$ cat src/hw/rx_signal_pkg.sv
// Baseband sample and soft-decision types shared by the demodulator and the receiver top level
`default_nettype none

package rx_signal_pkg;

	////////////////////////////////////////
	// Baseband symbols
	////////////////////////////////////////

	// Width of one I or Q component
	localparam int BB_BITS = 7;

	// Signed baseband component, already timed to the symbol
	typedef logic signed [BB_BITS-1:0] sample_t;

	////////////////////////////////////////
	// Demodulator decisions
	////////////////////////////////////////

	// Product width plus one bit for the sum and one for the rotation
	localparam int SOFT_BITS = 2*BB_BITS + 2;

	// Rotated soft decision
	typedef logic signed [SOFT_BITS-1:0] soft_t;

	// Hard bits of one symbol, I in bit 1 and Q in bit 0
	typedef logic [1:0] dibit_t;

endpackage

`default_nettype wire

$ cat src/hw/rx_frame_pkg.sv
// Frame slot, audio sample and output modulator definitions used by frame sync and the PWM stage
`default_nettype none

package rx_frame_pkg;

	////////////////////////////////////////
	// Frame layout
	////////////////////////////////////////

	// Symbols per frame, one of them the marker
	localparam int SLOTS = 4;

	// Slot index within a frame
	typedef logic [$clog2(SLOTS)-1:0] slot_t;

	////////////////////////////////////////
	// Audio samples and modulator
	////////////////////////////////////////

	localparam int AUDIO_BITS = 7;

	// Signed audio sample, two's complement
	typedef logic signed [AUDIO_BITS-1:0] audio_t;

	// Offset that moves a sample into 0 .. 2**AUDIO_BITS-1
	localparam int AUDIO_OFFSET = 2**(AUDIO_BITS-1);

	// Unsigned level and accumulator of the modulator
	typedef logic [AUDIO_BITS-1:0] pwm_level_t;

endpackage

`default_nettype wire

$ cat src/hw/diff_demod.sv
// Differential QPSK demodulator, one shared multiplier per symbol, giving soft and hard decisions
`default_nettype none

module diff_demod
(
	input wire i_clk,
	input wire i_rst_n,
	input wire i_sym_ce,
	input wire rx_signal_pkg::sample_t i_sym_i,
	input wire rx_signal_pkg::sample_t i_sym_q,
	output logic o_dmd_ce,
	output rx_signal_pkg::dibit_t o_dmd_bits,
	output rx_signal_pkg::soft_t o_soft_i,
	output rx_signal_pkg::soft_t o_soft_q
);
	import rx_signal_pkg::*;

	// Multiplier steps with one operand pair each
	typedef enum logic [2:0] {IDLE, II, QQ, IQ, QI} mpy_phase_t;

	// Current and previous symbol
	sample_t cur_i, cur_q;
	sample_t prev_i, prev_q;

	// Sequencer and the step whose product sits in prod
	mpy_phase_t mpy_phase, prod_phase;

	// Operand b is one bit wider so that -(-64) fits
	sample_t op_a;
	logic signed [BB_BITS:0] op_b;
	logic signed [2*BB_BITS:0] prod;

	// re = ci*pi + cq*pq, x = ci*pq - cq*pi
	logic signed [2*BB_BITS:0] acc_re, acc_x;
	logic rot_ce;
	soft_t rot_i, rot_q;

	////////////////////////////////////////
	// Symbol history
	////////////////////////////////////////

	always_ff @(posedge i_clk or negedge i_rst_n)
		if (!i_rst_n)
		begin
			cur_i <= '0;
			cur_q <= '0;
			prev_i <= '0;
			prev_q <= '0;
		end
		else if (i_sym_ce)
		begin
			prev_i <= cur_i;
			prev_q <= cur_q;
			cur_i <= i_sym_i;
			cur_q <= i_sym_q;
		end

	////////////////////////////////////////
	// Shared multiplier
	////////////////////////////////////////

	// II -> QQ -> IQ -> QI and back to idle
	always_ff @(posedge i_clk or negedge i_rst_n)
		if (!i_rst_n)
		begin
			mpy_phase <= IDLE;
			prod_phase <= IDLE;
		end
		else
		begin
			prod_phase <= mpy_phase;
			case (mpy_phase)
				IDLE: if (i_sym_ce) mpy_phase <= II;
				II: mpy_phase <= QQ;
				QQ: mpy_phase <= IQ;
				IQ: mpy_phase <= QI;
				default: mpy_phase <= IDLE;
			endcase
		end

	// Operand select with the conjugate folded into the QI step
	always_comb
	begin
		op_a = cur_i;
		op_b = {prev_i[BB_BITS-1], prev_i};
		case (mpy_phase)
			QQ:
			begin
				op_a = cur_q;
				op_b = {prev_q[BB_BITS-1], prev_q};
			end
			IQ: op_b = {prev_q[BB_BITS-1], prev_q};
			QI:
			begin
				op_a = cur_q;
				op_b = -$signed({prev_i[BB_BITS-1], prev_i});
			end
			default: op_a = cur_i;
		endcase
	end

	always_ff @(posedge i_clk)
		if (mpy_phase != IDLE)
			prod <= op_a * op_b;

	// Accumulate one step behind the multiplier
	always_ff @(posedge i_clk)
		case (prod_phase)
			II: acc_re <= prod;
			QQ: acc_re <= acc_re + prod;
			IQ: acc_x <= prod;
			QI: acc_x <= acc_x + prod;
			default: acc_x <= acc_x;
		endcase

	////////////////////////////////////////
	// Rotation and slicing
	////////////////////////////////////////

	// Rotate by +45 degrees and take the sign bit as the decision
	assign rot_i = soft_t'(acc_re) + soft_t'(acc_x);
	assign rot_q = soft_t'(acc_x) - soft_t'(acc_re);

	always_ff @(posedge i_clk or negedge i_rst_n)
		if (!i_rst_n)
		begin
			rot_ce <= 1'b0;
			o_dmd_ce <= 1'b0;
		end
		else
		begin
			rot_ce <= (prod_phase == QI);
			o_dmd_ce <= rot_ce;
		end

	// Held until the next symbol
	always_ff @(posedge i_clk)
		if (rot_ce)
		begin
			o_soft_i <= rot_i;
			o_soft_q <= rot_q;
			o_dmd_bits <= {~rot_i[SOFT_BITS-1], ~rot_q[SOFT_BITS-1]};
		end

	// No new symbol until the whole pipe has drained
	a_strobe_spacing: assert property (@(posedge i_clk) disable iff (!i_rst_n)
		i_sym_ce |-> (mpy_phase == IDLE) && (prod_phase == IDLE) && !rot_ce)
		else $error("symbol strobe while demodulator busy");

	// Four busy steps and back to idle with the decision strobe two cycles later
	a_phase_walk: assert property (@(posedge i_clk) disable iff (!i_rst_n)
		i_sym_ce |=> (mpy_phase != IDLE) [*4] ##1 (mpy_phase == IDLE) ##2 o_dmd_ce)
		else $error("multiplier phase sequence broken");

endmodule

`default_nettype wire

$ cat src/hw/frame_sync.sv
// Frame marker search, frame position tracking and audio sample assembly from demodulated bits
`default_nettype none

module frame_sync
#(
	parameter int FRAME_CHECK_BITS = 8
)
(
	input wire i_clk,
	input wire i_rst_n,
	input wire i_dmd_ce,
	input wire rx_signal_pkg::dibit_t i_dmd_bits,
	output logic o_frame_ce,
	output rx_frame_pkg::audio_t o_sample,
	output logic o_locked
);
	import rx_frame_pkg::*;

	// Slot of the symbol now arriving
	slot_t slot_cnt;
	slot_t frame_pos;

	// Per-slot confidence
	logic [SLOTS-1:0] frame_match;
	logic [FRAME_CHECK_BITS-1:0] frame_check [SLOTS];

	// Match decode
	slot_t match_slot;
	logic match_one;

	// Marker symbols carry I != Q
	logic marker;

	logic [7:0] frame_sreg;
	logic [7:0] sreg_next;

	assign marker = i_dmd_bits[1] ^ i_dmd_bits[0];

	////////////////////////////////////////
	// Marker search
	////////////////////////////////////////

	always_ff @(posedge i_clk or negedge i_rst_n)
		if (!i_rst_n)
		begin
			frame_match <= '0;
			for (int k = 0; k < SLOTS; k++)
				frame_check[k] <= '0;
		end
		else if (i_dmd_ce)
		begin
			if (marker)
			begin
				// Full counter, slot is a candidate
				if (&frame_check[slot_cnt])
					frame_match[slot_cnt] <= 1'b1;
				else
					frame_check[slot_cnt] <= frame_check[slot_cnt] + 1'b1;
			end
			else
			begin
				frame_match[slot_cnt] <= 1'b0;
				if (frame_check[slot_cnt] != '0)
					frame_check[slot_cnt] <= frame_check[slot_cnt] - 1'b1;
			end
		end

	// Index of the set flag, and whether it is the only one
	always_comb
	begin
		match_slot = '0;
		for (int k = 0; k < SLOTS; k++)
			if (frame_match[k])
				match_slot = slot_t'(k);
		match_one = (frame_match != '0) && ((frame_match & (frame_match - 1'b1)) == '0);
	end

	////////////////////////////////////////
	// Frame position
	////////////////////////////////////////

	always_ff @(posedge i_clk or negedge i_rst_n)
		if (!i_rst_n)
		begin
			slot_cnt <= '0;
			frame_pos <= '0;
			o_locked <= 1'b0;
			o_frame_ce <= 1'b0;
		end
		else
		begin
			o_frame_ce <= i_dmd_ce && (slot_cnt == frame_pos);
			if (i_dmd_ce)
			begin
				slot_cnt <= slot_cnt + 1'b1;
				o_locked <= match_one;
				// Ambiguous or no match, keep the old position
				if (match_one)
					frame_pos <= match_slot;
			end
		end

	////////////////////////////////////////
	// Sample assembly
	////////////////////////////////////////

	// I then Q, so Q lands in the LSB
	assign sreg_next = {frame_sreg[5:0], i_dmd_bits};

	always_ff @(posedge i_clk)
		if (i_dmd_ce)
		begin
			frame_sreg <= sreg_next;
			if (slot_cnt == frame_pos)
				o_sample <= sreg_next[AUDIO_BITS-1:0];
		end

	// One frame per SLOTS symbols, never back to back
	a_frame_gap: assert property (@(posedge i_clk) disable iff (!i_rst_n)
		o_frame_ce |=> !o_frame_ce [*3])
		else $error("frame strobes too close");

endmodule

`default_nettype wire

$ cat src/hw/sigma_delta_pwm.sv
// First-order sigma-delta audio output, one bit per clock, driven by the latest frame sample
`default_nettype none

module sigma_delta_pwm
(
	input wire i_clk,
	input wire i_rst_n,
	input wire i_audio_en,
	input wire i_sample_ce,
	input wire rx_frame_pkg::audio_t i_sample,
	output logic o_pwm_audio
);
	import rx_frame_pkg::*;

	audio_t held_sample;
	pwm_level_t level;
	pwm_level_t acc;
	logic [AUDIO_BITS:0] acc_sum;

	always_ff @(posedge i_clk or negedge i_rst_n)
		if (!i_rst_n)
			held_sample <= '0;
		else if (i_sample_ce)
			held_sample <= i_sample;

	// -64..63 becomes 0..127
	assign level = pwm_level_t'(held_sample) + pwm_level_t'(AUDIO_OFFSET);
	assign acc_sum = {1'b0, acc} + {1'b0, level};

	////////////////////////////////////////
	// Modulator
	////////////////////////////////////////

	// Carry out is the pulse, ones ratio is level/128
	always_ff @(posedge i_clk or negedge i_rst_n)
		if (!i_rst_n)
		begin
			acc <= '0;
			o_pwm_audio <= 1'b0;
		end
		else if (i_audio_en)
		begin
			acc <= acc_sum[AUDIO_BITS-1:0];
			o_pwm_audio <= acc_sum[AUDIO_BITS];
		end
		else
		begin
			// Idle, square wave at half the clock
			acc <= '0;
			o_pwm_audio <= !o_pwm_audio;
		end

endmodule

`default_nettype wire

$ cat src/hw/qpsk_symbol_rcvr.sv
// QPSK audio receiver back end, symbols in, demodulated bits, audio samples and PWM audio out
`default_nettype none

module qpsk_symbol_rcvr
#(
	// Width of the per-slot marker confidence counters
	parameter int FRAME_CHECK_BITS = 8
)
(
	input wire i_clk,
	input wire i_rst_n,

	// Timed baseband symbols
	input wire i_sym_ce,
	input wire rx_signal_pkg::sample_t i_sym_i,
	input wire rx_signal_pkg::sample_t i_sym_q,

	// Level enable of the audio output
	input wire i_audio_en,

	// Symbol-rate monitor
	output wire o_dmd_ce,
	output wire rx_signal_pkg::dibit_t o_dmd_bits,

	// Frame-rate audio
	output wire o_frame_ce,
	output wire rx_frame_pkg::audio_t o_sample,
	output wire o_locked,

	output wire o_pwm_audio
);

	////////////////////////////////////////
	// Demodulator, strobe + 6 cycles
	////////////////////////////////////////

	diff_demod u_demod
	(
		.i_clk(i_clk),
		.i_rst_n(i_rst_n),
		.i_sym_ce(i_sym_ce),
		.i_sym_i(i_sym_i),
		.i_sym_q(i_sym_q),
		.o_dmd_ce(o_dmd_ce),
		.o_dmd_bits(o_dmd_bits),
		// Soft values are a debug tap only
		.o_soft_i(),
		.o_soft_q()
	);

	////////////////////////////////////////
	// Frame sync, one more cycle
	////////////////////////////////////////

	frame_sync
	#(
		.FRAME_CHECK_BITS(FRAME_CHECK_BITS)
	)
	u_sync
	(
		.i_clk(i_clk),
		.i_rst_n(i_rst_n),
		.i_dmd_ce(o_dmd_ce),
		.i_dmd_bits(o_dmd_bits),
		.o_frame_ce(o_frame_ce),
		.o_sample(o_sample),
		.o_locked(o_locked)
	);

	// Audio output holds the last frame sample
	sigma_delta_pwm u_pwm
	(
		.i_clk(i_clk),
		.i_rst_n(i_rst_n),
		.i_audio_en(i_audio_en),
		.i_sample_ce(o_frame_ce),
		.i_sample(o_sample),
		.o_pwm_audio(o_pwm_audio)
	);

endmodule

`default_nettype wire

$ cat config.mk
export PLATFORM = sky130hd
export DESIGN_NAME = qpsk_symbol_rcvr
export DESIGN_NICKNAME = d
export VERILOG_FILES = /design/src/hw/rx_signal_pkg.sv /design/src/hw/rx_frame_pkg.sv /design/src/hw/diff_demod.sv /design/src/hw/frame_sync.sv /design/src/hw/sigma_delta_pwm.sv /design/src/hw/qpsk_symbol_rcvr.sv
export SDC_FILE = /design/constraint.sdc
export NUM_CORES = 1
export LEC_CHECK = 0
export ABC_CLOCK_PERIOD_IN_PS = 12800
export CAP_MARGIN = 30
export CORE_UTILIZATION = 40
export DETAILED_ROUTE_END_ITERATION = 8
export DONT_BUFFER_PORTS = 1
export MAX_ROUTING_LAYER = met4
export PLACE_DENSITY_LB_ADDON = 0.12
export SLEW_MARGIN = 10
export SYNTH_ARGS = -nofsm -noshare
export SYNTH_HDL_FRONTEND = slang
export SYNTH_SLANG_ARGS = --single-unit
$ cat constraint.sdc
create_clock -name i_clk -period 12.8 [get_ports i_clk]
set_input_delay 2.56 -clock i_clk [delete_from_list [all_inputs] [get_ports i_clk]]
set_output_delay 2.56 -clock i_clk [all_outputs]
set_load 0.01 [all_outputs]
# After elaboration in Yosys (flattened, before gate mapping)
# Index checks and enable logic that the tools add are counted.
[word_totals]
regBits = 152
latch_bits = 0
ramBits = 0
mem_bits_ro = 0
inputBits = 18
output_inout_bits = 13
word_cells = 107
memories = 0
[op_classes]
add_sub_neg = 11
mul = 1
n_div = 0
magnitude_cmp = 4
n_eq_ne = 12
shifts = 0
muxes = 25
bitwise = 8
reduce_logical = 20
[ops]
columns = ["cell", "n"]
rows = [
  ["two-way mux 32 bit", 3],
  ["bitwise mux 32 bit", 2],
  ["case mux 15 bit (2 select lines)", 2],
  ["adder 15 bit", 2],
  ["two-way mux 8 bit", 3],
  ["adder 15 x 15 -> 16 bit", 1],
  ["binary-select mux 8 bit (select 2 bit)", 1],
  ["demux 8 bit (select 2 bit)", 1],
  ["case mux 8 bit (2 select lines)", 1],
  ["subtractor 15 x 15 -> 16 bit", 1],
  ["multiplier 7 x 8 -> 15 bit", 1],
  ["two-way mux 7 bit", 2],
  ["== test 3 x 2 -> 1 bit (second input constant)", 4],
  ["case mux 3 bit (4 select lines)", 1],
  ["adder 7 x 7 -> 8 bit", 1],
  ["adder 8 x 1 -> 8 bit (second input constant)", 1],
  ["AND 4 bit", 2],
  ["two-way mux 4 bit", 2],
  ["negation 7 -> 8 bit", 1],
  ["AND reduction 8 bit", 1],
  ["nonzero test 8 bit", 1],
  ["subtractor 8 x 1 -> 8 bit (second input constant)", 1],
  ["adder 7 bit (second input constant)", 1],
  ["== test 3 x 1 -> 1 bit (second input constant)", 2],
  ["other kinds (28)", 43],
]

# Longest topological paths before layout
[depth]
ltp_word = 8
mapped_depth = 21
mapped_depth_nobuf = 21

# Cells and area by module
# From an unflattened synthesis, not the netlist that was laid out.
[hier_totals]
cells_unflattened = 1179
area_unflattened_um2 = 12682.2
[by_module_without_submodules]
columns = ["module", "instances", "cells_per_inst", "area_each_um2", "seq_area_each_um2"]
rows = [
  ["diff_demod", 1, 893, 9118.7, 3243.1],
  ["frame_sync", 1, 214, 2767.7, 1411.4],
  ["sigma_delta_pwm", 1, 72, 795.8, 375.4],
]

# Worst setup path after synthesis
# No wires, ideal clock.
[synth_path]
path_type = "reg2reg"
startpoint = "register u_demod.mpy_phase[2]"
endpoint = "register u_demod.prod[13] (data pin)"
setup_time_ns = 0.265
t_arrival_ns = 5.472
required_ns = 12.535
setup_slack_ns = 7.063
stages_incl_launch_ff = 20
n_path_buf = 1
synth_period_minus_slack_ns = 5.737
cell_sequence = "dfrtp_1 clkbuf_1 xnor2_1 nor2_1 mux2i_1 nand2b_1 fa_1 fa_1 inv_1 fa_1 inv_1 fa_1 inv_1 ha_1 a21oi_1 o21bai_1 a2111o_1 a31oi_1 o21ai_0 xor2_1"
[synth_via]
elab_chain_len = 4
elab_cells_between_ends = 8
classes_between = "mul (1); eq/ne (3); mux (2); reduce/logical (2)"
[synth_rtl]
columns = ["element", "line", "text"]
rows = [
  ["start: declaration", "diff_demod.sv:26", "mpy_phase_t mpy_phase, prod_phase;"],
  ["start signal: assignment", "diff_demod.sv:66", "mpy_phase <= IDLE;"],
  ["start signal: assignment", "diff_demod.sv:73", "IDLE: if (i_sym_ce) mpy_phase <= II;"],
  ["start signal: assignment", "diff_demod.sv:74", "II: mpy_phase <= QQ;"],
  ["== test 3 x 2 -> 1 bit / == test 3 bit (equally long branches)", "diff_demod.sv:86", "case (mpy_phase)"],
  ["OR reduction 2 bit (no source line)", "n/a", ""],
  ["case mux 8 bit (2 select lines) / two-way mux 7 bit (equally long branches)", "diff_demod.sv:86", ""],
  ["multiplier 7 x 8 -> 15 bit *", "diff_demod.sv:104", "prod <= op_a * op_b;"],
  ["end signal: assignment", "diff_demod.sv:104", ""],
  ["end: declaration", "diff_demod.sv:31", "logic signed [2*BB_BITS:0] prod;"],
]
# Mark *: on every way between the ends. The rest lies on a longest branch, timed or not.
# A chain may end at the register's enable or synchronous reset.

# Final worst setup path
# Same ends and word-level chain as after synthesis.

==> metrics.txt <==
# TYPE chip_impl_metric gauge
chip_impl_metric{name="asyncSetResetFlopFracSynth",unit="%"} 61.2
chip_impl_metric{name="pin_slew_with_the_least_headroom_to_its_limit",unit="ns"} 0.909
chip_impl_metric{name="clkLatencyLatePin",unit="ns"} 0.44
chip_impl_metric{name="cts_inserted_buffers",unit=""} 17
chip_impl_metric{name="number_of_synthesis_warnings",unit=""} 0
chip_impl_metric{name="starting_density_of_the_core",unit="%"} 40.6
chip_impl_metric{name="drt_wl_total",unit="µm"} 21600
chip_impl_metric{name="max-clock-path-buffers",unit=""} 2
chip_impl_info{name="setup_repair_after_global_routing_missed_its_margin",value="false"} 1
chip_impl_metric{name="cts_hold_buffers",unit=""} 0
chip_impl_metric{name="drt_pass1_iterations",unit=""} 5
chip_impl_metric{name="first_global_vias",unit=""} 7027
chip_impl_metric{name="design.core.area",unit="mm²"} 0.0269
chip_impl_metric{name="place.port_buffers",unit=""} 0
chip_impl_info{name="tritoncts",value="done"} 1
chip_impl_metric{name="synth.top_cell.area_share",unit="%"} 21.3
chip_impl_metric{name="multi_input_comb_area",unit="mm²"} 0.00627
chip_impl_metric{name="via_density",unit=""} 5.09
chip_impl_metric{name="mappedNetlistNets",unit=""} 1186
chip_impl_metric{name="clk_pin_slew_worst_paths",unit="ns"} 0.08
chip_impl_metric{name="period_share",unit="%"} 50.3
chip_impl_metric{name="final_net_count",unit=""} 1183
chip_impl_info{name="root_buffer",value="sky130_fd_sc_hd__clkbuf_16"} 1
chip_impl_metric{name="antenna_cells",unit=""} 0
chip_impl_metric{name="grt_antenna_before_repair",unit=""} 0
chip_impl_metric{name="die_w",unit="µm"} 167
chip_impl_metric{name="grt_first_pass_wirelength",unit="µm"} 36600
chip_impl_info{name="hold_path_class",value="flop to flop"} 1
chip_impl_metric{name="die_h",unit="µm"} 167
chip_impl_metric{name="fill_cell_instance_count_of_the_final_layout",unit=""} 2571
chip_impl_metric{name="gr-usage-all-layers",unit="%"} 17.0
chip_impl_metric{name="final_layout_size_suffix_gt1_share",unit="%"} 12.0
chip_impl_metric{name="postRouteAntennaNets",unit=""} 0
chip_impl_metric{name="ios",unit=""} 31
chip_impl_metric{name="vias",unit=""} 6973
chip_impl_metric{name="netlist_area",unit="mm²"} 0.0109
chip_impl_metric{name="critical_path_arrival",unit="ns"} 6.61
chip_impl_metric{name="wl_per_cell",unit="µm"} 15.8
chip_impl_metric{name="drt_iter0_drc",unit=""} 325
chip_impl_metric{name="min_period",unit="ns"} 6.44
chip_impl_info{name="netlist_top_cells_area",value="sky130_fd_sc_hd__dfrtp_1 (21%), sky130_fd_sc_hd__edfxtp_1 (16%), sky130_fd_sc_hd__ha_1 (11%)"} 1
chip_impl_metric{name="areaGrowthSynthToFinish",unit="%"} 8.72
chip_impl_metric{name="grt_max_degree",unit=""} 94
chip_impl_metric{name="syn_inst",unit=""} 1020
chip_impl_metric{name="final.hold.worst_slack",unit="ns"} 0.424
chip_impl_metric{name="post_cts_buffers",unit=""} 0
chip_impl_metric{name="finalHoldViolCount",unit=""} 0
chip_impl_metric{name="synthDistinctLibCells",unit=""} 57
chip_impl_info{name="critPathKind",value="flop to flop"} 1
chip_impl_metric{name="final_hpwl_from_detailed_placement",unit="µm"} 16400
chip_impl_metric{name="fp-row-count",unit=""} 60
chip_impl_metric{name="seq_area_frac_synth",unit="%"} 37.6
chip_impl_metric{name="post_cts.resized_instances",unit=""} 0
chip_impl_info{name="yosysMostFrequentCell",value="sky130_fd_sc_hd__inv_1"} 1
chip_impl_info{name="crit_path_start_kind",value="flop"} 1
chip_impl_metric{name="die_area",unit="mm²"} 0.0279
chip_impl_metric{name="worst-path-max-fanout",unit=""} 20
chip_impl_metric{name="wp_data_required",unit="ns"} 12.97
chip_impl_metric{name="maxCapViolCount",unit=""} 0
chip_impl_metric{name="grt-ovfl-total",unit=""} 0
chip_impl_metric{name="yosys_register_bits",unit=""} 152
chip_impl_metric{name="clock_sink_count",unit=""} 152
chip_impl_metric{name="fin_setup_tns",unit="ns"} 0
chip_impl_info{name="outcome",value="complete, no violations"} 1
chip_impl_info{name="synth_area_leader_cell",value="sky130_fd_sc_hd__dfrtp_1"} 1
chip_impl_metric{name="gp_congestion",unit=""} 0.829
chip_impl_metric{name="timing.final.setup_violations",unit=""} 0
chip_impl_metric{name="clock-skew-final",unit="ns"} 0.0152
chip_impl_info{name="synthFlopType",value="sky130_fd_sc_hd__dfrtp_1"} 1
chip_impl_metric{name="postSynthAreaPerCell",unit="µm²"} 10.7
chip_impl_metric{name="max_freq",unit="MHz"} 155
chip_impl_metric{name="cts_htree_levels",unit=""} 4
chip_impl_info{name="list_of_most_frequent_post_synthesis_cells",value="sky130_fd_sc_hd__inv_1 (108), sky130_fd_sc_hd__ha_1 (100), sky130_fd_sc_hd__dfrtp_1 (93)"} 1
chip_impl_metric{name="final_slew_violations",unit=""} 0
chip_impl_metric{name="synth_enable_flop_cells",unit=""} 59
chip_impl_metric{name="slew_headroom",unit="%"} 39.3
chip_impl_info{name="timing.critical_path.to_type",value="flop"} 1
chip_impl_metric{name="ff_latch_area",unit="mm²"} 0.00410
chip_impl_metric{name="route.detailed.drc",unit=""} 0
## kinds of logic after synthesis
logic type                 share of synthesized area (%)
and+or+nand+nor                                     11.0
AOI/OAI and AO/OA                                   10.5
DFF                                                 37.6
adders and majority gates                           20.3
buffers and inverters                               4.98
muxes                                               10.6
xor gates and xnor gates                            5.13
## state kept, by name (all words and copies together), names as in the netlist, 3 cells and up, named ones only
signal / cells
u_demod.acc_re: 15
u_demod.acc_x: 15
u_demod.cur_i: 7
u_demod.cur_q: 7
u_demod.mpy_phase: 3
u_demod.prev_i: 7
u_demod.prev_q: 7
u_demod.prod: 15
u_demod.prod_phase: 3
u_pwm.acc: 7
u_pwm.held_sample: 7
u_sync.frame_check: 28
u_sync.frame_sreg: 5
u_sync.o_sample: 7
## worst max-delay path, cell delays in order, from the launching register on
cell	delay, ns
sky130_fd_sc_hd__dfrtp_1	0.73
sky130_fd_sc_hd__xnor2_1	0.14
sky130_fd_sc_hd__nor2_1	0.59
sky130_fd_sc_hd__mux2i_1	0.76
sky130_fd_sc_hd__nand2b_1	0.23
sky130_fd_sc_hd__fa_1	0.43
sky130_fd_sc_hd__fa_1	0.54
sky130_fd_sc_hd__inv_1	0.05
sky130_fd_sc_hd__fa_1	0.52
sky130_fd_sc_hd__inv_1	0.05
sky130_fd_sc_hd__fa_1	0.52
sky130_fd_sc_hd__inv_1	0.04
sky130_fd_sc_hd__ha_1	0.32
sky130_fd_sc_hd__a21oi_1	0.25
sky130_fd_sc_hd__o21bai_1	0.13
sky130_fd_sc_hd__a2111o_1	0.44
sky130_fd_sc_hd__a31oi_1	0.16
sky130_fd_sc_hd__o21ai_0	0.11
sky130_fd_sc_hd__xor2_1	0.15
## path summary, 6_finish.rpt
path	from	endpoint	slack [ns]	cells past startpoint
setup / recovery	u_demod.mpy_phase[2]	u_demod.prod[13]	6.36	18
hold / removal	u_sync.frame_sreg[4]	u_sync.o_sample[6]	0.42	0
setup reg to reg	u_demod.mpy_phase[2]	u_demod.prod[13]	6.36	18
hold reg to reg	u_sync.frame_sreg[4]	u_sync.o_sample[6]	0.42	0
max in group asynchronous	i_rst_n	u_demod.prev_q[4]	10.79	0
min in group asynchronous	i_rst_n	u_pwm.o_pwm_audio	1.81	0
## placed cells by master, fill, tap and decap left out, types with 36 or more instances in the layout
cell / instances
sky130_fd_sc_hd__fa_1: 48
sky130_fd_sc_hd__xnor2_1: 36
sky130_fd_sc_hd__o21ai_0: 53
sky130_fd_sc_hd__ha_1: 100
sky130_fd_sc_hd__dfrtp_1: 93
sky130_fd_sc_hd__nand2_1: 64
sky130_fd_sc_hd__edfxtp_1: 59
sky130_fd_sc_hd__inv_1: 108
sky130_fd_sc_hd__a21oi_1: 57
sky130_fd_sc_hd__nor2_1: 81
## layer usage
metal  vias to the layer above  GRT usage, %  share of wire (%)
li1                       3522             -                  -
met1                      3378          23.5                 51
met2                        56          26.1                 46
met3                        17          2.46                1.8
met4                         0          4.99                1.1
met5                         -             -                  0
## cell type report
type,count,area share [%]
Multi-Input combinational cell,734,52.8
Sequential cell,152,34.6
Tap cell,341,3.60
Clock buffer,17,3.59
Inverter,108,3.42
Clock inverter,15,1.68
Timing Repair Buffer,4,0.317
## per-stage QoR
step           area, µm²  setup WS (ns)  util [%]  instances
6_report           11900           6.36      44.1       1371
5_1_grt            11900           5.99      44.1       1371
4_1_cts            11800           6.40      44.1       1370
3_5_place_dp       11200           6.43      41.7       1338
3_3_place_gp       11200           6.57      41.7       1338
2_1_floorplan      10900           7.06         -       1020
Power is left out: the tool's default activity adds up to more than one toggle a clock period on the data nets, which glitch-free logic cannot reach.
